## src/source/dispatch_params.svh

```systemverilog
// Size definitions shared by the dispatch stage, its queues and the ROB
// Included by the packages and by every module that sizes a port or an array
`ifndef DISPATCH_PARAMS_SVH
`define DISPATCH_PARAMS_SVH

`define ADDR_WIDTH      32
`define DATA_WIDTH      32
`define REG_ADDR_WIDTH  5

// ROB depth must stay a power of two, its pointers wrap on overflow
`define ROB_DEPTH       8
`define TAG_WIDTH       3

`define RS_DEPTH        4
`define IQ_DEPTH        4

`endif

```

## src/source/rv_isa_pkg.sv

```systemverilog
// RV32I instruction set definitions: major opcodes and the bit positions of the
// instruction fields that dispatch needs for decode and renaming
`default_nettype none
`include "dispatch_params.svh"

package rv_isa_pkg;

    // Field positions inside a 32-bit instruction word
    localparam int OPCODE_LSB   = 0;
    localparam int OPCODE_WIDTH = 7;
    localparam int RD_LSB       = 7;
    localparam int RS1_LSB      = 15;
    localparam int RS2_LSB      = 20;

    typedef enum logic [OPCODE_WIDTH-1:0] {
        OPCODE_OPIMM  = 7'b0010011,
        OPCODE_LUI    = 7'b0110111,
        OPCODE_AUIPC  = 7'b0010111,
        OPCODE_OP     = 7'b0110011,
        OPCODE_JAL    = 7'b1101111,
        OPCODE_JALR   = 7'b1100111,
        OPCODE_BRANCH = 7'b1100011,
        OPCODE_LOAD   = 7'b0000011,
        OPCODE_STORE  = 7'b0100011
    } rv_opcode_e;

    typedef logic [`REG_ADDR_WIDTH-1:0] rv_reg_t;

endpackage

`default_nettype wire

```

## src/source/dispatch_pkg.sv

```systemverilog
// Microarchitecture records passed between the instruction queue, dispatch,
// the ROB and the reservation station
`default_nettype none
`include "dispatch_params.svh"

package dispatch_pkg;

    typedef enum logic [1:0] {
        ROB_OP_INT = 2'b00,
        ROB_OP_LD  = 2'b01,
        ROB_OP_ST  = 2'b10,
        ROB_OP_BR  = 2'b11
    } rob_op_e;

    typedef struct packed {
        logic [`ADDR_WIDTH-1:0] iaddr;
        logic [`DATA_WIDTH-1:0] insn;
    } fetch_entry_t;

    // A source operand: either a known value or the tag of its producer
    typedef struct packed {
        logic                   rdy;
        logic [`TAG_WIDTH-1:0]  tag;
        logic [`DATA_WIDTH-1:0] data;
    } operand_t;

    typedef struct packed {
        rob_op_e                op;
        logic [`ADDR_WIDTH-1:0] iaddr;
        rv_isa_pkg::rv_reg_t    rdest;
    } rob_alloc_t;

    typedef struct packed {
        rv_isa_pkg::rv_opcode_e opcode;
        logic [`ADDR_WIDTH-1:0] iaddr;
        logic [`DATA_WIDTH-1:0] insn;
        operand_t               src0;
        operand_t               src1;
        logic [`TAG_WIDTH-1:0]  dst_tag;
    } rs_entry_t;

    typedef struct packed {
        logic [`TAG_WIDTH-1:0]  tag;
        logic [`DATA_WIDTH-1:0] data;
    } cdb_t;

    typedef struct packed {
        rob_op_e                op;
        logic [`ADDR_WIDTH-1:0] iaddr;
        rv_isa_pkg::rv_reg_t    rdest;
        logic [`DATA_WIDTH-1:0] data;
    } retire_t;

endpackage

`default_nettype wire

```

## src/source/insn_queue.sv

```systemverilog
// Instruction queue between fetch and dispatch
// Circular buffer of address and instruction pairs with valid/ready on both sides
`timescale 1ns/10ps
`default_nettype none
`include "dispatch_params.svh"

module insn_queue (
    input  wire                              clk,
    input  wire                              i_rst_n,
    input  wire                              i_wr_valid,
    input  wire  dispatch_pkg::fetch_entry_t i_wr,
    output logic                             o_wr_ready,
    output logic                             o_rd_valid,
    output dispatch_pkg::fetch_entry_t       o_rd,
    input  wire                              i_rd_ready
);

    import dispatch_pkg::*;

    localparam int PTR_WIDTH = $clog2(`IQ_DEPTH);
    localparam int CNT_WIDTH = $clog2(`IQ_DEPTH + 1);

    fetch_entry_t         mem [`IQ_DEPTH];
    logic [PTR_WIDTH-1:0] wr_ptr;
    logic [PTR_WIDTH-1:0] rd_ptr;
    logic [CNT_WIDTH-1:0] count;
    logic                 push;
    logic                 pop;

    // A full queue still accepts a write when the head leaves in the same cycle
    assign o_wr_ready = (count != CNT_WIDTH'(`IQ_DEPTH)) | i_rd_ready;
    assign o_rd_valid = (count != '0);
    assign o_rd       = mem[rd_ptr];

    assign push = i_wr_valid & o_wr_ready;
    assign pop  = o_rd_valid & i_rd_ready;

    always_ff @(posedge clk) begin
        if (!i_rst_n) begin
            wr_ptr <= '0;
            rd_ptr <= '0;
            count  <= '0;
        end else begin
            if (push) begin
                wr_ptr <= wr_ptr + 1'b1;
            end
            if (pop) begin
                rd_ptr <= rd_ptr + 1'b1;
            end
            count <= count + CNT_WIDTH'(push) - CNT_WIDTH'(pop);
        end
    end

    always_ff @(posedge clk) begin
        if (push) begin
            mem[wr_ptr] <= i_wr;
        end
    end

endmodule

`default_nettype wire

```

## src/source/dispatch.sv

```systemverilog
// Dispatch stage: stages one instruction from the instruction queue, decodes it,
// allocates its ROB entry and writes the renamed instruction into the reservation station
// The staged instruction holds until the ROB and the station can both take it
`timescale 1ns/10ps
`default_nettype none
`include "dispatch_params.svh"

module dispatch (
    input  wire                              clk,
    input  wire                              i_rst_n,

    // Instruction queue side
    input  wire                              i_q_valid,
    input  wire  dispatch_pkg::fetch_entry_t i_q,
    output logic                             o_q_ready,

    // ROB side, with the combinational source lookup
    input  wire                              i_rob_ready,
    input  wire  [`TAG_WIDTH-1:0]            i_rob_tag,
    input  wire  dispatch_pkg::operand_t     i_rob_src [0:1],
    output dispatch_pkg::rob_alloc_t         o_rob_alloc,
    output rv_isa_pkg::rv_reg_t              o_rob_rsrc [0:1],

    // Reservation station side
    input  wire                              i_rs_ready,
    output dispatch_pkg::rs_entry_t          o_rs_entry,

    // Allocation strobe seen by both the ROB and the station
    output logic                             o_alloc_fire
);

    import rv_isa_pkg::*;
    import dispatch_pkg::*;

    fetch_entry_t stage;
    logic         stage_valid;
    logic         alloc_valid;
    logic         q_pop;
    rv_opcode_e   opcode;
    rv_reg_t      rdest;
    rv_reg_t      rsrc [0:1];
    logic         src_used [0:1];
    logic         has_rdest;
    rob_op_e      rob_op;
    operand_t     src [0:1];

    assign alloc_valid  = stage_valid;
    assign o_alloc_fire = alloc_valid & i_rob_ready & i_rs_ready;
    assign o_q_ready    = ~stage_valid | o_alloc_fire;
    assign q_pop        = i_q_valid & o_q_ready;

    always_ff @(posedge clk) begin
        if (!i_rst_n) begin
            stage_valid <= 1'b0;
        end else if (q_pop) begin
            stage_valid <= 1'b1;
        end else if (o_alloc_fire) begin
            stage_valid <= 1'b0;
        end
    end

    always_ff @(posedge clk) begin
        if (q_pop) begin
            stage <= i_q;
        end
    end

    assign opcode  = rv_opcode_e'(stage.insn[OPCODE_LSB +: OPCODE_WIDTH]);
    assign rdest   = stage.insn[RD_LSB +: `REG_ADDR_WIDTH];
    assign rsrc[0] = stage.insn[RS1_LSB +: `REG_ADDR_WIDTH];
    assign rsrc[1] = stage.insn[RS2_LSB +: `REG_ADDR_WIDTH];

    // Which sources are read, whether rd is written, and the ROB class
    always_comb begin
        src_used[0] = 1'b0;
        src_used[1] = 1'b0;
        has_rdest   = 1'b0;
        rob_op      = ROB_OP_INT;
        case (opcode)
            OPCODE_OPIMM: begin
                src_used[0] = 1'b1;
                has_rdest   = 1'b1;
            end
            OPCODE_LUI, OPCODE_AUIPC: begin
                has_rdest = 1'b1;
            end
            OPCODE_OP: begin
                src_used[0] = 1'b1;
                src_used[1] = 1'b1;
                has_rdest   = 1'b1;
            end
            OPCODE_JAL: begin
                has_rdest = 1'b1;
                rob_op    = ROB_OP_BR;
            end
            OPCODE_JALR: begin
                src_used[0] = 1'b1;
                has_rdest   = 1'b1;
                rob_op      = ROB_OP_BR;
            end
            OPCODE_BRANCH: begin
                src_used[0] = 1'b1;
                src_used[1] = 1'b1;
                rob_op      = ROB_OP_BR;
            end
            OPCODE_LOAD: begin
                src_used[0] = 1'b1;
                has_rdest   = 1'b1;
                rob_op      = ROB_OP_LD;
            end
            OPCODE_STORE: begin
                src_used[0] = 1'b1;
                src_used[1] = 1'b1;
                rob_op      = ROB_OP_ST;
            end
            default: begin
                rob_op = ROB_OP_INT;
            end
        endcase
    end

    // An unread source goes out ready with zero data so it never blocks issue
    always_comb begin
        for (int i = 0; i < 2; i++) begin
            if (src_used[i]) begin
                src[i] = i_rob_src[i];
            end else begin
                src[i] = '{rdy: 1'b1, tag: '0, data: '0};
            end
        end
    end

    assign o_rob_rsrc  = rsrc;
    assign o_rob_alloc = '{op: rob_op, iaddr: stage.iaddr, rdest: has_rdest ? rdest : '0};
    assign o_rs_entry  = '{
        opcode:  opcode,
        iaddr:   stage.iaddr,
        insn:    stage.insn,
        src0:    src[0],
        src1:    src[1],
        dst_tag: i_rob_tag
    };

endmodule

`default_nettype wire

```

## src/source/rename_rob.sv

```systemverilog
// Reorder buffer with the rename map and the architectural register file
// Answers source lookups for dispatch, marks entries done from the CDB and
// retires one finished entry per cycle in program order
`timescale 1ns/10ps
`default_nettype none
`include "dispatch_params.svh"

module rename_rob (
    input  wire                            clk,
    input  wire                            i_rst_n,
    input  wire                            i_alloc_fire,
    input  wire  dispatch_pkg::rob_alloc_t i_alloc,
    output logic                           o_ready,
    output logic [`TAG_WIDTH-1:0]          o_tag,
    input  wire  rv_isa_pkg::rv_reg_t      i_rsrc [0:1],
    output dispatch_pkg::operand_t         o_src [0:1],
    input  wire                            i_cdb_valid,
    input  wire  dispatch_pkg::cdb_t       i_cdb,
    output logic                           o_retire_valid,
    output dispatch_pkg::retire_t          o_retire
);

    import rv_isa_pkg::*;
    import dispatch_pkg::*;

    localparam int NUM_REGS  = 1 << `REG_ADDR_WIDTH;
    localparam int CNT_WIDTH = $clog2(`ROB_DEPTH + 1);

    rob_op_e                rob_op    [`ROB_DEPTH];
    logic [`ADDR_WIDTH-1:0] rob_iaddr [`ROB_DEPTH];
    rv_reg_t                rob_rdest [`ROB_DEPTH];
    logic [`DATA_WIDTH-1:0] rob_data  [`ROB_DEPTH];
    logic                   rob_done  [`ROB_DEPTH];
    logic                   map_pend  [NUM_REGS];
    logic [`TAG_WIDTH-1:0]  map_tag   [NUM_REGS];
    logic [`DATA_WIDTH-1:0] arch_regs [NUM_REGS];
    logic [`TAG_WIDTH-1:0]  head;
    logic [`TAG_WIDTH-1:0]  tail;
    logic [CNT_WIDTH-1:0]   count;
    logic [`TAG_WIDTH-1:0]  src_tag [0:1];
    rv_reg_t                ret_rdest;

    assign o_ready        = (count != CNT_WIDTH'(`ROB_DEPTH));
    assign o_tag          = tail;
    assign o_retire_valid = (count != '0) && rob_done[head];
    assign ret_rdest      = rob_rdest[head];
    assign o_retire       = '{
        op:    rob_op[head],
        iaddr: rob_iaddr[head],
        rdest: ret_rdest,
        data:  (ret_rdest == '0) ? '0 : rob_data[head]
    };

    assign src_tag[0] = map_tag[i_rsrc[0]];
    assign src_tag[1] = map_tag[i_rsrc[1]];

    // x0 is never mapped and never written, so it always reads ready as zero
    always_comb begin
        for (int i = 0; i < 2; i++) begin
            o_src[i] = '{rdy: 1'b1, tag: src_tag[i], data: arch_regs[i_rsrc[i]]};
            if (map_pend[i_rsrc[i]]) begin
                if (rob_done[src_tag[i]]) begin
                    o_src[i].data = rob_data[src_tag[i]];
                end else if (i_cdb_valid && (i_cdb.tag == src_tag[i])) begin
                    o_src[i].data = i_cdb.data;
                end else begin
                    o_src[i].rdy  = 1'b0;
                    o_src[i].data = '0;
                end
            end
        end
    end

    always_ff @(posedge clk) begin
        if (!i_rst_n) begin
            head  <= '0;
            tail  <= '0;
            count <= '0;
            for (int r = 0; r < NUM_REGS; r++) begin
                map_pend[r]  <= 1'b0;
                arch_regs[r] <= '0;
            end
            for (int e = 0; e < `ROB_DEPTH; e++) begin
                rob_done[e] <= 1'b0;
            end
        end else begin
            if (o_retire_valid) begin
                head <= head + 1'b1;
                if (ret_rdest != '0) begin
                    arch_regs[ret_rdest] <= rob_data[head];
                end
                // A younger writer of the same register keeps the mapping
                if (map_tag[ret_rdest] == head) begin
                    map_pend[ret_rdest] <= 1'b0;
                end
            end
            if (i_cdb_valid) begin
                rob_done[i_cdb.tag] <= 1'b1;
            end
            if (i_alloc_fire) begin
                tail           <= tail + 1'b1;
                rob_done[tail] <= 1'b0;
                if (i_alloc.rdest != '0) begin
                    map_pend[i_alloc.rdest] <= 1'b1;
                end
            end
            count <= count + CNT_WIDTH'(i_alloc_fire) - CNT_WIDTH'(o_retire_valid);
        end
    end

    always_ff @(posedge clk) begin
        if (i_alloc_fire) begin
            rob_op[tail]           <= i_alloc.op;
            rob_iaddr[tail]        <= i_alloc.iaddr;
            rob_rdest[tail]        <= i_alloc.rdest;
            map_tag[i_alloc.rdest] <= tail;
        end
        if (i_cdb_valid) begin
            rob_data[i_cdb.tag] <= i_cdb.data;
        end
    end

endmodule

`default_nettype wire

```

## src/source/reservation_station.sv

```systemverilog
// Reservation station: renamed instructions wait here for their operands
// Waiting operands are woken from the CDB and the oldest fully ready slot issues
`timescale 1ns/10ps
`default_nettype none
`include "dispatch_params.svh"

module reservation_station (
    input  wire                           clk,
    input  wire                           i_rst_n,
    input  wire                           i_alloc_fire,
    input  wire  dispatch_pkg::rs_entry_t i_entry,
    output logic                          o_ready,
    input  wire                           i_cdb_valid,
    input  wire  dispatch_pkg::cdb_t      i_cdb,
    output logic                          o_issue_valid,
    output dispatch_pkg::rs_entry_t       o_issue,
    input  wire                           i_issue_ready
);

    import dispatch_pkg::*;

    localparam int IDX_WIDTH = $clog2(`RS_DEPTH);
    localparam int CNT_WIDTH = $clog2(`RS_DEPTH + 1);

    rs_entry_t            slot       [`RS_DEPTH];
    logic                 slot_valid [`RS_DEPTH];
    // Age counts the valid slots allocated before this one, so 0 is the oldest
    logic [IDX_WIDTH-1:0] slot_age   [`RS_DEPTH];
    logic [IDX_WIDTH-1:0] issue_idx;
    logic [IDX_WIDTH-1:0] issue_age;
    logic [IDX_WIDTH-1:0] free_idx;
    logic                 free_found;
    logic [CNT_WIDTH-1:0] occupancy;
    logic                 issue_fire;

    always_comb begin
        o_issue_valid = 1'b0;
        issue_idx     = '0;
        issue_age     = '0;
        free_found    = 1'b0;
        free_idx      = '0;
        occupancy     = '0;
        for (int i = 0; i < `RS_DEPTH; i++) begin
            if (slot_valid[i]) begin
                occupancy = occupancy + 1'b1;
                if (slot[i].src0.rdy && slot[i].src1.rdy &&
                    (!o_issue_valid || (slot_age[i] < issue_age))) begin
                    o_issue_valid = 1'b1;
                    issue_idx     = IDX_WIDTH'(i);
                    issue_age     = slot_age[i];
                end
            end else if (!free_found) begin
                free_found = 1'b1;
                free_idx   = IDX_WIDTH'(i);
            end
        end
    end

    assign o_ready    = free_found;
    assign o_issue    = slot[issue_idx];
    assign issue_fire = o_issue_valid & i_issue_ready;

    always_ff @(posedge clk) begin
        if (!i_rst_n) begin
            for (int i = 0; i < `RS_DEPTH; i++) begin
                slot_valid[i] <= 1'b0;
                slot_age[i]   <= '0;
            end
        end else begin
            for (int i = 0; i < `RS_DEPTH; i++) begin
                if (issue_fire && (slot_age[i] > issue_age)) begin
                    slot_age[i] <= slot_age[i] - 1'b1;
                end
                if (issue_fire && (IDX_WIDTH'(i) == issue_idx)) begin
                    slot_valid[i] <= 1'b0;
                end
                if (i_alloc_fire && (IDX_WIDTH'(i) == free_idx)) begin
                    slot_valid[i] <= 1'b1;
                    slot_age[i]   <= IDX_WIDTH'(occupancy - CNT_WIDTH'(issue_fire));
                end
            end
        end
    end

    // Capture new entries and wake operands whose producer is on the CDB
    always_ff @(posedge clk) begin
        for (int i = 0; i < `RS_DEPTH; i++) begin
            if (i_alloc_fire && (IDX_WIDTH'(i) == free_idx)) begin
                slot[i] <= i_entry;
            end else if (i_cdb_valid) begin
                if (!slot[i].src0.rdy && (slot[i].src0.tag == i_cdb.tag)) begin
                    slot[i].src0.rdy  <= 1'b1;
                    slot[i].src0.data <= i_cdb.data;
                end
                if (!slot[i].src1.rdy && (slot[i].src1.tag == i_cdb.tag)) begin
                    slot[i].src1.rdy  <= 1'b1;
                    slot[i].src1.data <= i_cdb.data;
                end
            end
        end
    end

endmodule

`default_nettype wire

```

## src/source/dispatch_top.sv

```systemverilog
// Top level of the dispatch block: instruction queue, dispatch stage, ROB and
// reservation station, with fetch, issue, CDB and retire ports to the outside
`timescale 1ns/10ps
`default_nettype none
`include "dispatch_params.svh"

module dispatch_top (
    input  wire                              clk,
    input  wire                              i_rst_n,
    input  wire                              i_fetch_valid,
    input  wire  dispatch_pkg::fetch_entry_t i_fetch,
    output logic                             o_fetch_ready,
    input  wire                              i_cdb_valid,
    input  wire  dispatch_pkg::cdb_t         i_cdb,
    output logic                             o_issue_valid,
    output dispatch_pkg::rs_entry_t          o_issue,
    input  wire                              i_issue_ready,
    output logic                             o_retire_valid,
    output dispatch_pkg::retire_t            o_retire
);

    import rv_isa_pkg::*;
    import dispatch_pkg::*;

    logic                  q_valid;
    fetch_entry_t          q_entry;
    logic                  q_ready;
    logic                  alloc_fire;
    rob_alloc_t            rob_alloc;
    rv_reg_t               rob_rsrc [0:1];
    operand_t              rob_src  [0:1];
    logic                  rob_ready;
    logic [`TAG_WIDTH-1:0] rob_tag;
    logic                  rs_ready;
    rs_entry_t             rs_entry;

    insn_queue insn_queue_inst (
        .clk        (clk),
        .i_rst_n    (i_rst_n),
        .i_wr_valid (i_fetch_valid),
        .i_wr       (i_fetch),
        .o_wr_ready (o_fetch_ready),
        .o_rd_valid (q_valid),
        .o_rd       (q_entry),
        .i_rd_ready (q_ready)
    );

    dispatch dispatch_inst (
        .clk          (clk),
        .i_rst_n      (i_rst_n),
        .i_q_valid    (q_valid),
        .i_q          (q_entry),
        .o_q_ready    (q_ready),
        .i_rob_ready  (rob_ready),
        .i_rob_tag    (rob_tag),
        .i_rob_src    (rob_src),
        .o_rob_alloc  (rob_alloc),
        .o_rob_rsrc   (rob_rsrc),
        .i_rs_ready   (rs_ready),
        .o_rs_entry   (rs_entry),
        .o_alloc_fire (alloc_fire)
    );

    rename_rob rename_rob_inst (
        .clk            (clk),
        .i_rst_n        (i_rst_n),
        .i_alloc_fire   (alloc_fire),
        .i_alloc        (rob_alloc),
        .o_ready        (rob_ready),
        .o_tag          (rob_tag),
        .i_rsrc         (rob_rsrc),
        .o_src          (rob_src),
        .i_cdb_valid    (i_cdb_valid),
        .i_cdb          (i_cdb),
        .o_retire_valid (o_retire_valid),
        .o_retire       (o_retire)
    );

    reservation_station reservation_station_inst (
        .clk           (clk),
        .i_rst_n       (i_rst_n),
        .i_alloc_fire  (alloc_fire),
        .i_entry       (rs_entry),
        .o_ready       (rs_ready),
        .i_cdb_valid   (i_cdb_valid),
        .i_cdb         (i_cdb),
        .o_issue_valid (o_issue_valid),
        .o_issue       (o_issue),
        .i_issue_ready (i_issue_ready)
    );

endmodule

`default_nettype wire

```

## config.mk

```make
export PLATFORM = sky130hd
export DESIGN_NAME = dispatch_top
export DESIGN_NICKNAME = d
export VERILOG_FILES = /design/src/source/rv_isa_pkg.sv /design/src/source/dispatch_pkg.sv /design/src/source/insn_queue.sv /design/src/source/dispatch.sv /design/src/source/rename_rob.sv /design/src/source/reservation_station.sv /design/src/source/dispatch_top.sv
export VERILOG_INCLUDE_DIRS = /design/src /design/src/source
export SDC_FILE = /design/constraint.sdc
export NUM_CORES = 2
export LEC_CHECK = 0
export ABC_AREA = 1
export ABC_CLOCK_PERIOD_IN_PS = 8900
export BUFFER_PORTS_ARGS = -buffer_cell sky130_fd_sc_hd__buf_2
export CORE_ASPECT_RATIO = 1.75
export CORE_MARGIN = 2
export CORE_UTILIZATION = 35
export CTS_CLUSTER_DIAMETER = 120
export DETAILED_ROUTE_END_ITERATION = 7
export HOLD_SLACK_MARGIN = 0.1
export PLACE_DENSITY_LB_ADDON = 0.05
export SLEW_MARGIN = 0
export SYNTH_ARGS = -nofsm -noshare
export SYNTH_HDL_FRONTEND = slang
export SYNTH_SLANG_ARGS = --single-unit
```

## constraint.sdc

```tcl
create_clock -name clk -period 8.9 [get_ports clk]
set_input_delay 0 -clock clk [delete_from_list [all_inputs] [get_ports clk]]
set_output_delay 0 -clock clk [all_outputs]
set_load 0.02 [all_outputs]
```

### Word level (Yosys, flattened, before mapping)

Memories as Yosys holds them, arrays and structs flattened. A register that Yosys moved wholly into a read port is not among the register bits.
Index checks and enable logic that the tools add are counted.

* bitwise gates (word level): 40
* magnitude comparators: 7
* $add $sub $neg: 16
* equality and inequality tests: 28
* muxes and demuxes: 210
* reductions and logical operators: 61

Operators with widths (number)
* $mux W32: 16
* $mux W1: 146
* $mux W36: 2
* $mux W2: 29
* $mux W3: 12
* $or A1 B1 Y1: 34
* $eq A3 B3 Y1: 11
* $reduce_or A32 Y1: 1
* $logic_and A1 B1 Y1: 30
* $eq A7 B6 Y1 const B: 3
* $eq A7 B7 Y1 const B: 3
* $mux W5: 4
* $eq A7 B5 Y1 const B: 2
* $logic_not A1 Y1: 11
* $reduce_bool A5 Y1: 2
* $add A2 B1 Y2 const B: 4
* $eq A2 B2 Y1 const A: 4
* $gt A2 B2 Y1: 4
* $sub A2 B1 Y2 const B: 4
* $eq A7 B2 Y1 const B: 1
* $reduce_or A7 Y1: 1
* $add A3 B1 Y3 const B: 2
* $lt A2 B2 Y1: 3
* $pmux W2 S3: 1
* other kinds (20): 32

* bits in registers: 18
* logic and storage cells: 381
* memories: 12
* RAM bits: 2580

Memories
* rename_rob_inst.arch_regs: words 32, width 32, rd ports 2, clocked after memory_dff 0, write ports 32, RTL line rename_rob.sv:36 `` logic [`DATA_WIDTH-1:0] arch_regs [NUM_REGS]; ``
* reservation_station_inst.slot: words 4, width 146, rd ports 5, clocked after memory_dff 0, write ports 4, RTL line reservation_station.sv:25 `` rs_entry_t slot [`RS_DEPTH]; ``
* insn_queue_inst.mem: words 4, width 64, rd ports 1, clocked after memory_dff 1, write ports 1, RTL line insn_queue.sv:23 `` fetch_entry_t mem [`IQ_DEPTH]; ``
* rename_rob_inst.rob_data: words 8, width 32, rd ports 3, clocked after memory_dff 1, write ports 1, RTL line rename_rob.sv:32 `` logic [`DATA_WIDTH-1:0] rob_data [`ROB_DEPTH]; ``
* rename_rob_inst.rob_iaddr: words 8, width 32, rd ports 1, clocked after memory_dff 1, write ports 1, RTL line rename_rob.sv:30 `` logic [`ADDR_WIDTH-1:0] rob_iaddr [`ROB_DEPTH]; ``
* rename_rob_inst.map_tag: words 32, width 3, rd ports 3, clocked after memory_dff 0, write ports 1, RTL line rename_rob.sv:35 `` logic [`TAG_WIDTH-1:0] map_tag [NUM_REGS]; ``
* 6 more memories

### Longest topological paths before layout

An unclocked memory read counts as a cell.

* depth in word-level cells: 26
* depth in mapped cells: 36
* mapped depth without buffers: 35

### Modules after synthesis

From an unflattened synthesis, not the netlist that was laid out.

* cell total of the unflattened synthesis: 13954
* area, all modules: 133878.4 um2

By module, submodules not included
* rename_rob: cells an instance 10659, times used 1, seq. area each 51749.6 um2, area each 94760.9 um2
* reservation_station: cells an instance 2286, times used 1, seq. area each 17847.1 um2, area each 25947.4 um2
* insn_queue: cells an instance 689, times used 1, seq. area each 7867.5 um2, area each 9989.6 um2
* dispatch: cells an instance 320, times used 1, seq. area each 1941.9 um2, area each 3180.6 um2

### Least setup slack after synthesis

No wires, ideal clock.

* path type: register to register
* start: memory reservation_station_inst.slot_valid[0][0]
* end: memory reservation_station_inst.slot[3][4] (netlist bit) (data pin)
* cell stages (with the launch flop): 13
* setup slack: 0.984 ns
* data arrival time: 7.662 ns
* path through: edfxtp_1 ha_1 inv_1 o31ai_1 a31oi_2 inv_2 nor3_1 inv_1 nand2_1 inv_1 clkbuf_1 nand2_1 nand2_1

RTL lines
* from (decl): RTL line reservation_station.sv:26 `` logic slot_valid [`RS_DEPTH]; ``
* to (decl): RTL line reservation_station.sv:25

==> key figures <==
Min path
  – Hold Crit Class: primary input to register
  – Cell depth of the worst hold path: 2

Layout
  – Synth-to-layout area growth: 12.88%
  – Fillers: ~36,000
  – Commonest non-fill, non-tap cell in the layout: edfxtp_1
  – Layout cells sized above 1: 8.625%
  – Layout net count: approximately 13,000
  – Commonest non-fill, non-tap cells in the layout: edfxtp_1, nand2_1, nor2_1
  – Design Area, Final: around 140,000 µm²

CTS
  – Root Driver: clkbuf_16
  – Worst skew pair latency: 0.90 ns
  – CTS tree: done
  – Worst-case clock buffer depth: 4
  – H-tree Lvls: 5
  – Clock sinks: 2,637
  – Post-CTS resize count: 0
  – Reg clk slew, reported paths: roughly 0.060 ns
  – Inserted Clock Buffers: roughly 280

Routing
  – DR WL/cell: slightly below 30 µm
  – Drt drc: 0
  – DR iter-0 viols: 11,531
  – DRT Wirelength: 545.5 mm
  – Via count: about 110k
  – Count of antenna-violating nets left after detailed routing: 0
  – DR vias/cell: between 5 and 6
  – First drt pass iteration count: 6

Global route
  – Largest net degree at the start of global routing: 200
  – Total global-route track usage: about 28%
  – First-pass GRT wire length: about 770 mm
  – Global route total overflow: 0
  – Vias in the first global route: 102,933
  – Initial antenna violation count: 49

STA
  – Fin crit share: 80.42%
  – RSZ-0062 raised after global routing: false
  – Slew @ Worst Pin: between 1 and 1.5 ns
  – Max Fclk: 139.7 MHz
  – Crit path time final: between 7 and 8 ns
  – Final setup TNS: 0 ns
  – Final hold vios: 0
  – Setup-failing EPs final: 0
  – Relative slew slack: a little over a tenth
  – Max-slew violations: 0
  – Max Clock Skew: between 0.08 and 0.09 ns

Die
  – Die W: 461.7 µm
  – Die area: about 370,000 µm²
  – Die Y: 804.9 µm
  – Core area: approximately 370,000 µm²
  – I/O Pins: ~320
  – Initial Utilization: roughly a third
  – Row cnt: 294

Placed design
  – Placed inst area: around 130,000 µm²
  – HPWL after DPL: roughly 340 mm
  – Gpl congestion: 0.8581
  – I/O Buffers: between 300 and 400

Worst setup path
  – Buf/Inv on CP: 7
  – CP max FO: 98
  – Setup CP Type: register to primary output
  – CP endpoint kind: primary output
  – Worst r2r path cells: 31
  – CP arrival: 7.16 ns
  – Worst path slowest cell: buf_4
  – Critical Path RT: 8.90 ns
  – Startpoint types: register
  – CP most frequent cell: nand2_1
  – Delay of the slowest critical-path stage: approximately 0.91 ns
  – Critical path depth: 29
  – Family with the most delay on the worst path: simple AND/OR/NAND/NOR gates

Synth
  – Yosys warning count: 0
  – Register area share after synthesis: roughly three fifths
  – FF+latch count, synth: between 2,000 and 3,000
  – Post-synth EDFFs: roughly 2,600
  – Synth async-reset ratio: 0%
  – Mapped Area: around 130,000 µm²
  – Synthesized area per cell: roughly 9.6 µm²
  – Cell variety after synth: between 50 and 60
  – Dominant synthesized flop cell: edfxtp_1
  – Cells after Synth: around 13,000

Pwr
  – Leak pwr: 0.05122 µW
  – Worst vdd ir: approximately 0.00046 V
  – PwrDens: ~370 nW/µm²

Outcome
  – Status: completed

Flow run
  – Max cap viols: 0
[worst reg2reg max path, delay by kind of cell (launching register included)]
| family | cells | cell delay (ns) |
|---|---|---|
| adder cells (fa/ha/maj) | 4 | 1.16 |
| buffers and inverters | 5 | 1.01 |
| AND/OR/NAND/NOR | 17 | 2.34 |
| AO/OA/AOI/OAI | 5 | 1.30 |
| flip-flops | 1 | 0.38 |
[report_power, final]
part           switching (µW)  total (µW)  internal, µW
clock                    5140       11700          6520
combinational           19100       25000          5910
sequential               1090       16500         15400
total                   25300       53100         27800
[cell usage after synthesis (27+ instances only)]
cell         n  area share (%)
a31oi_1     67            0.33
a32o_1      78            0.61
nand2_1   2132             6.2
buf_1       87            0.25
edfxtp_1  2574              60
o22ai_1    158            0.77
nand3_1    992             3.9
nor3_1      28            0.11
or3_1       50            0.24
inv_1      443             1.3
a21oi_1   1419             5.5
buf_4       46            0.27
a22oi_1    258             1.5
o211ai_1   211             1.2
nand4_1    136            0.66
o21ai_0   1246             4.9
nor2_1    1875             5.5
ha_1        27            0.26
o21ai_1    215            0.84
buf_2      353             1.4
dfxtp_1     63            0.98
clkbuf_1   700             2.0
[kinds of logic after synthesis]
group	after synthesis	synth area share, %
flops	2637	61.23
xor+xnor	22	0.1502
fa+ha+maj	29	0.2945
simple gates	5247	16.81
buf+inv	1667	5.425
compound gates	3710	16.08
other cells	1	0.002923
[sequential cells by signal, indices dropped and copies added, names as in the netlist, 4 cells and up, named ones only]
name,count
rename_rob_inst.arch_regs,1024
reservation_station_inst.slot,556
insn_queue_inst.mem,256
rename_rob_inst.rob_data,256
rename_rob_inst.rob_iaddr,256
rename_rob_inst.map_tag,96
rename_rob_inst.rob_rdest,40
dispatch_inst.o_rob_alloc,32
rename_rob_inst.map_pend,32
dispatch_inst.o_rs_entry,22
rename_rob_inst.rob_op,16
dispatch_inst.o_rob_rsrc,10
rename_rob_inst.rob_done,8
reservation_station_inst.slot_age,8
rename_rob_inst.count,4
reservation_station_inst.slot_valid,4
[layout make-up]
type	count	area (µm²)	share of cell area (%)
Antenna cell	51	127.6	0.08813
Clock buffer	341	7426	5.128
Clock inverter	143	1261	0.8709
Inverter	470	1831	1.264
Multi-Input combinational cell	9040	43740	30.20
Sequential cell	2637	78570	54.26
Tap cell	4884	6111	4.220
Timing Repair Buffer	772	5746	3.968
[path summary, 6_finish.rpt]
kind	startpoint	endpoint	slack (ns)
worst max register to register	reservation_station_inst.slot_valid[0][0]	reservation_station_inst.slot_age[0][1]	2.42
worst min register to register	rename_rob_inst.map_pend[30]	rename_rob_inst.map_pend[30]	0.46
worst min-delay path	i_cdb[22]	rename_rob_inst.rob_data[7][22]	0.17
worst max-delay path	reservation_station_inst.slot_valid[0][0]	o_issue[7]	1.74
[metrics by stage]
step                hold slack, ns  setup WS, ns  total power, µW  std cells  util [%]
finish                      0.1732         1.743            53120      18338     39.61
global route                0.1464         1.153            55430      18330     39.60
CTS                         0.1004         1.574            53140      18287     39.57
detailed placement          0.2158         2.314            41380      17621     36.70
global placement            0.2105         2.064            41110      17621     36.69
floorplan                  0.09887        0.9837            30770      13344         -
[per-layer routing]
layer | track usage (%) | up-vias | routed length, µm
met5 | 0 | - | 160
met4 | 13.35 | 24 | 27020
met3 | 3.854 | 1175 | 36630
met2 | 50.19 | 5080 | 275700
met1 | 33.88 | 53535 | 206000
li1 | - | 47129 | -
[repair_timing]
item                                   CTS  global route
buffers inserted                         0             0
hold buffers                           182             0
endpoints found under the hold margin  866             0
(Power assumes the default switching activity.)
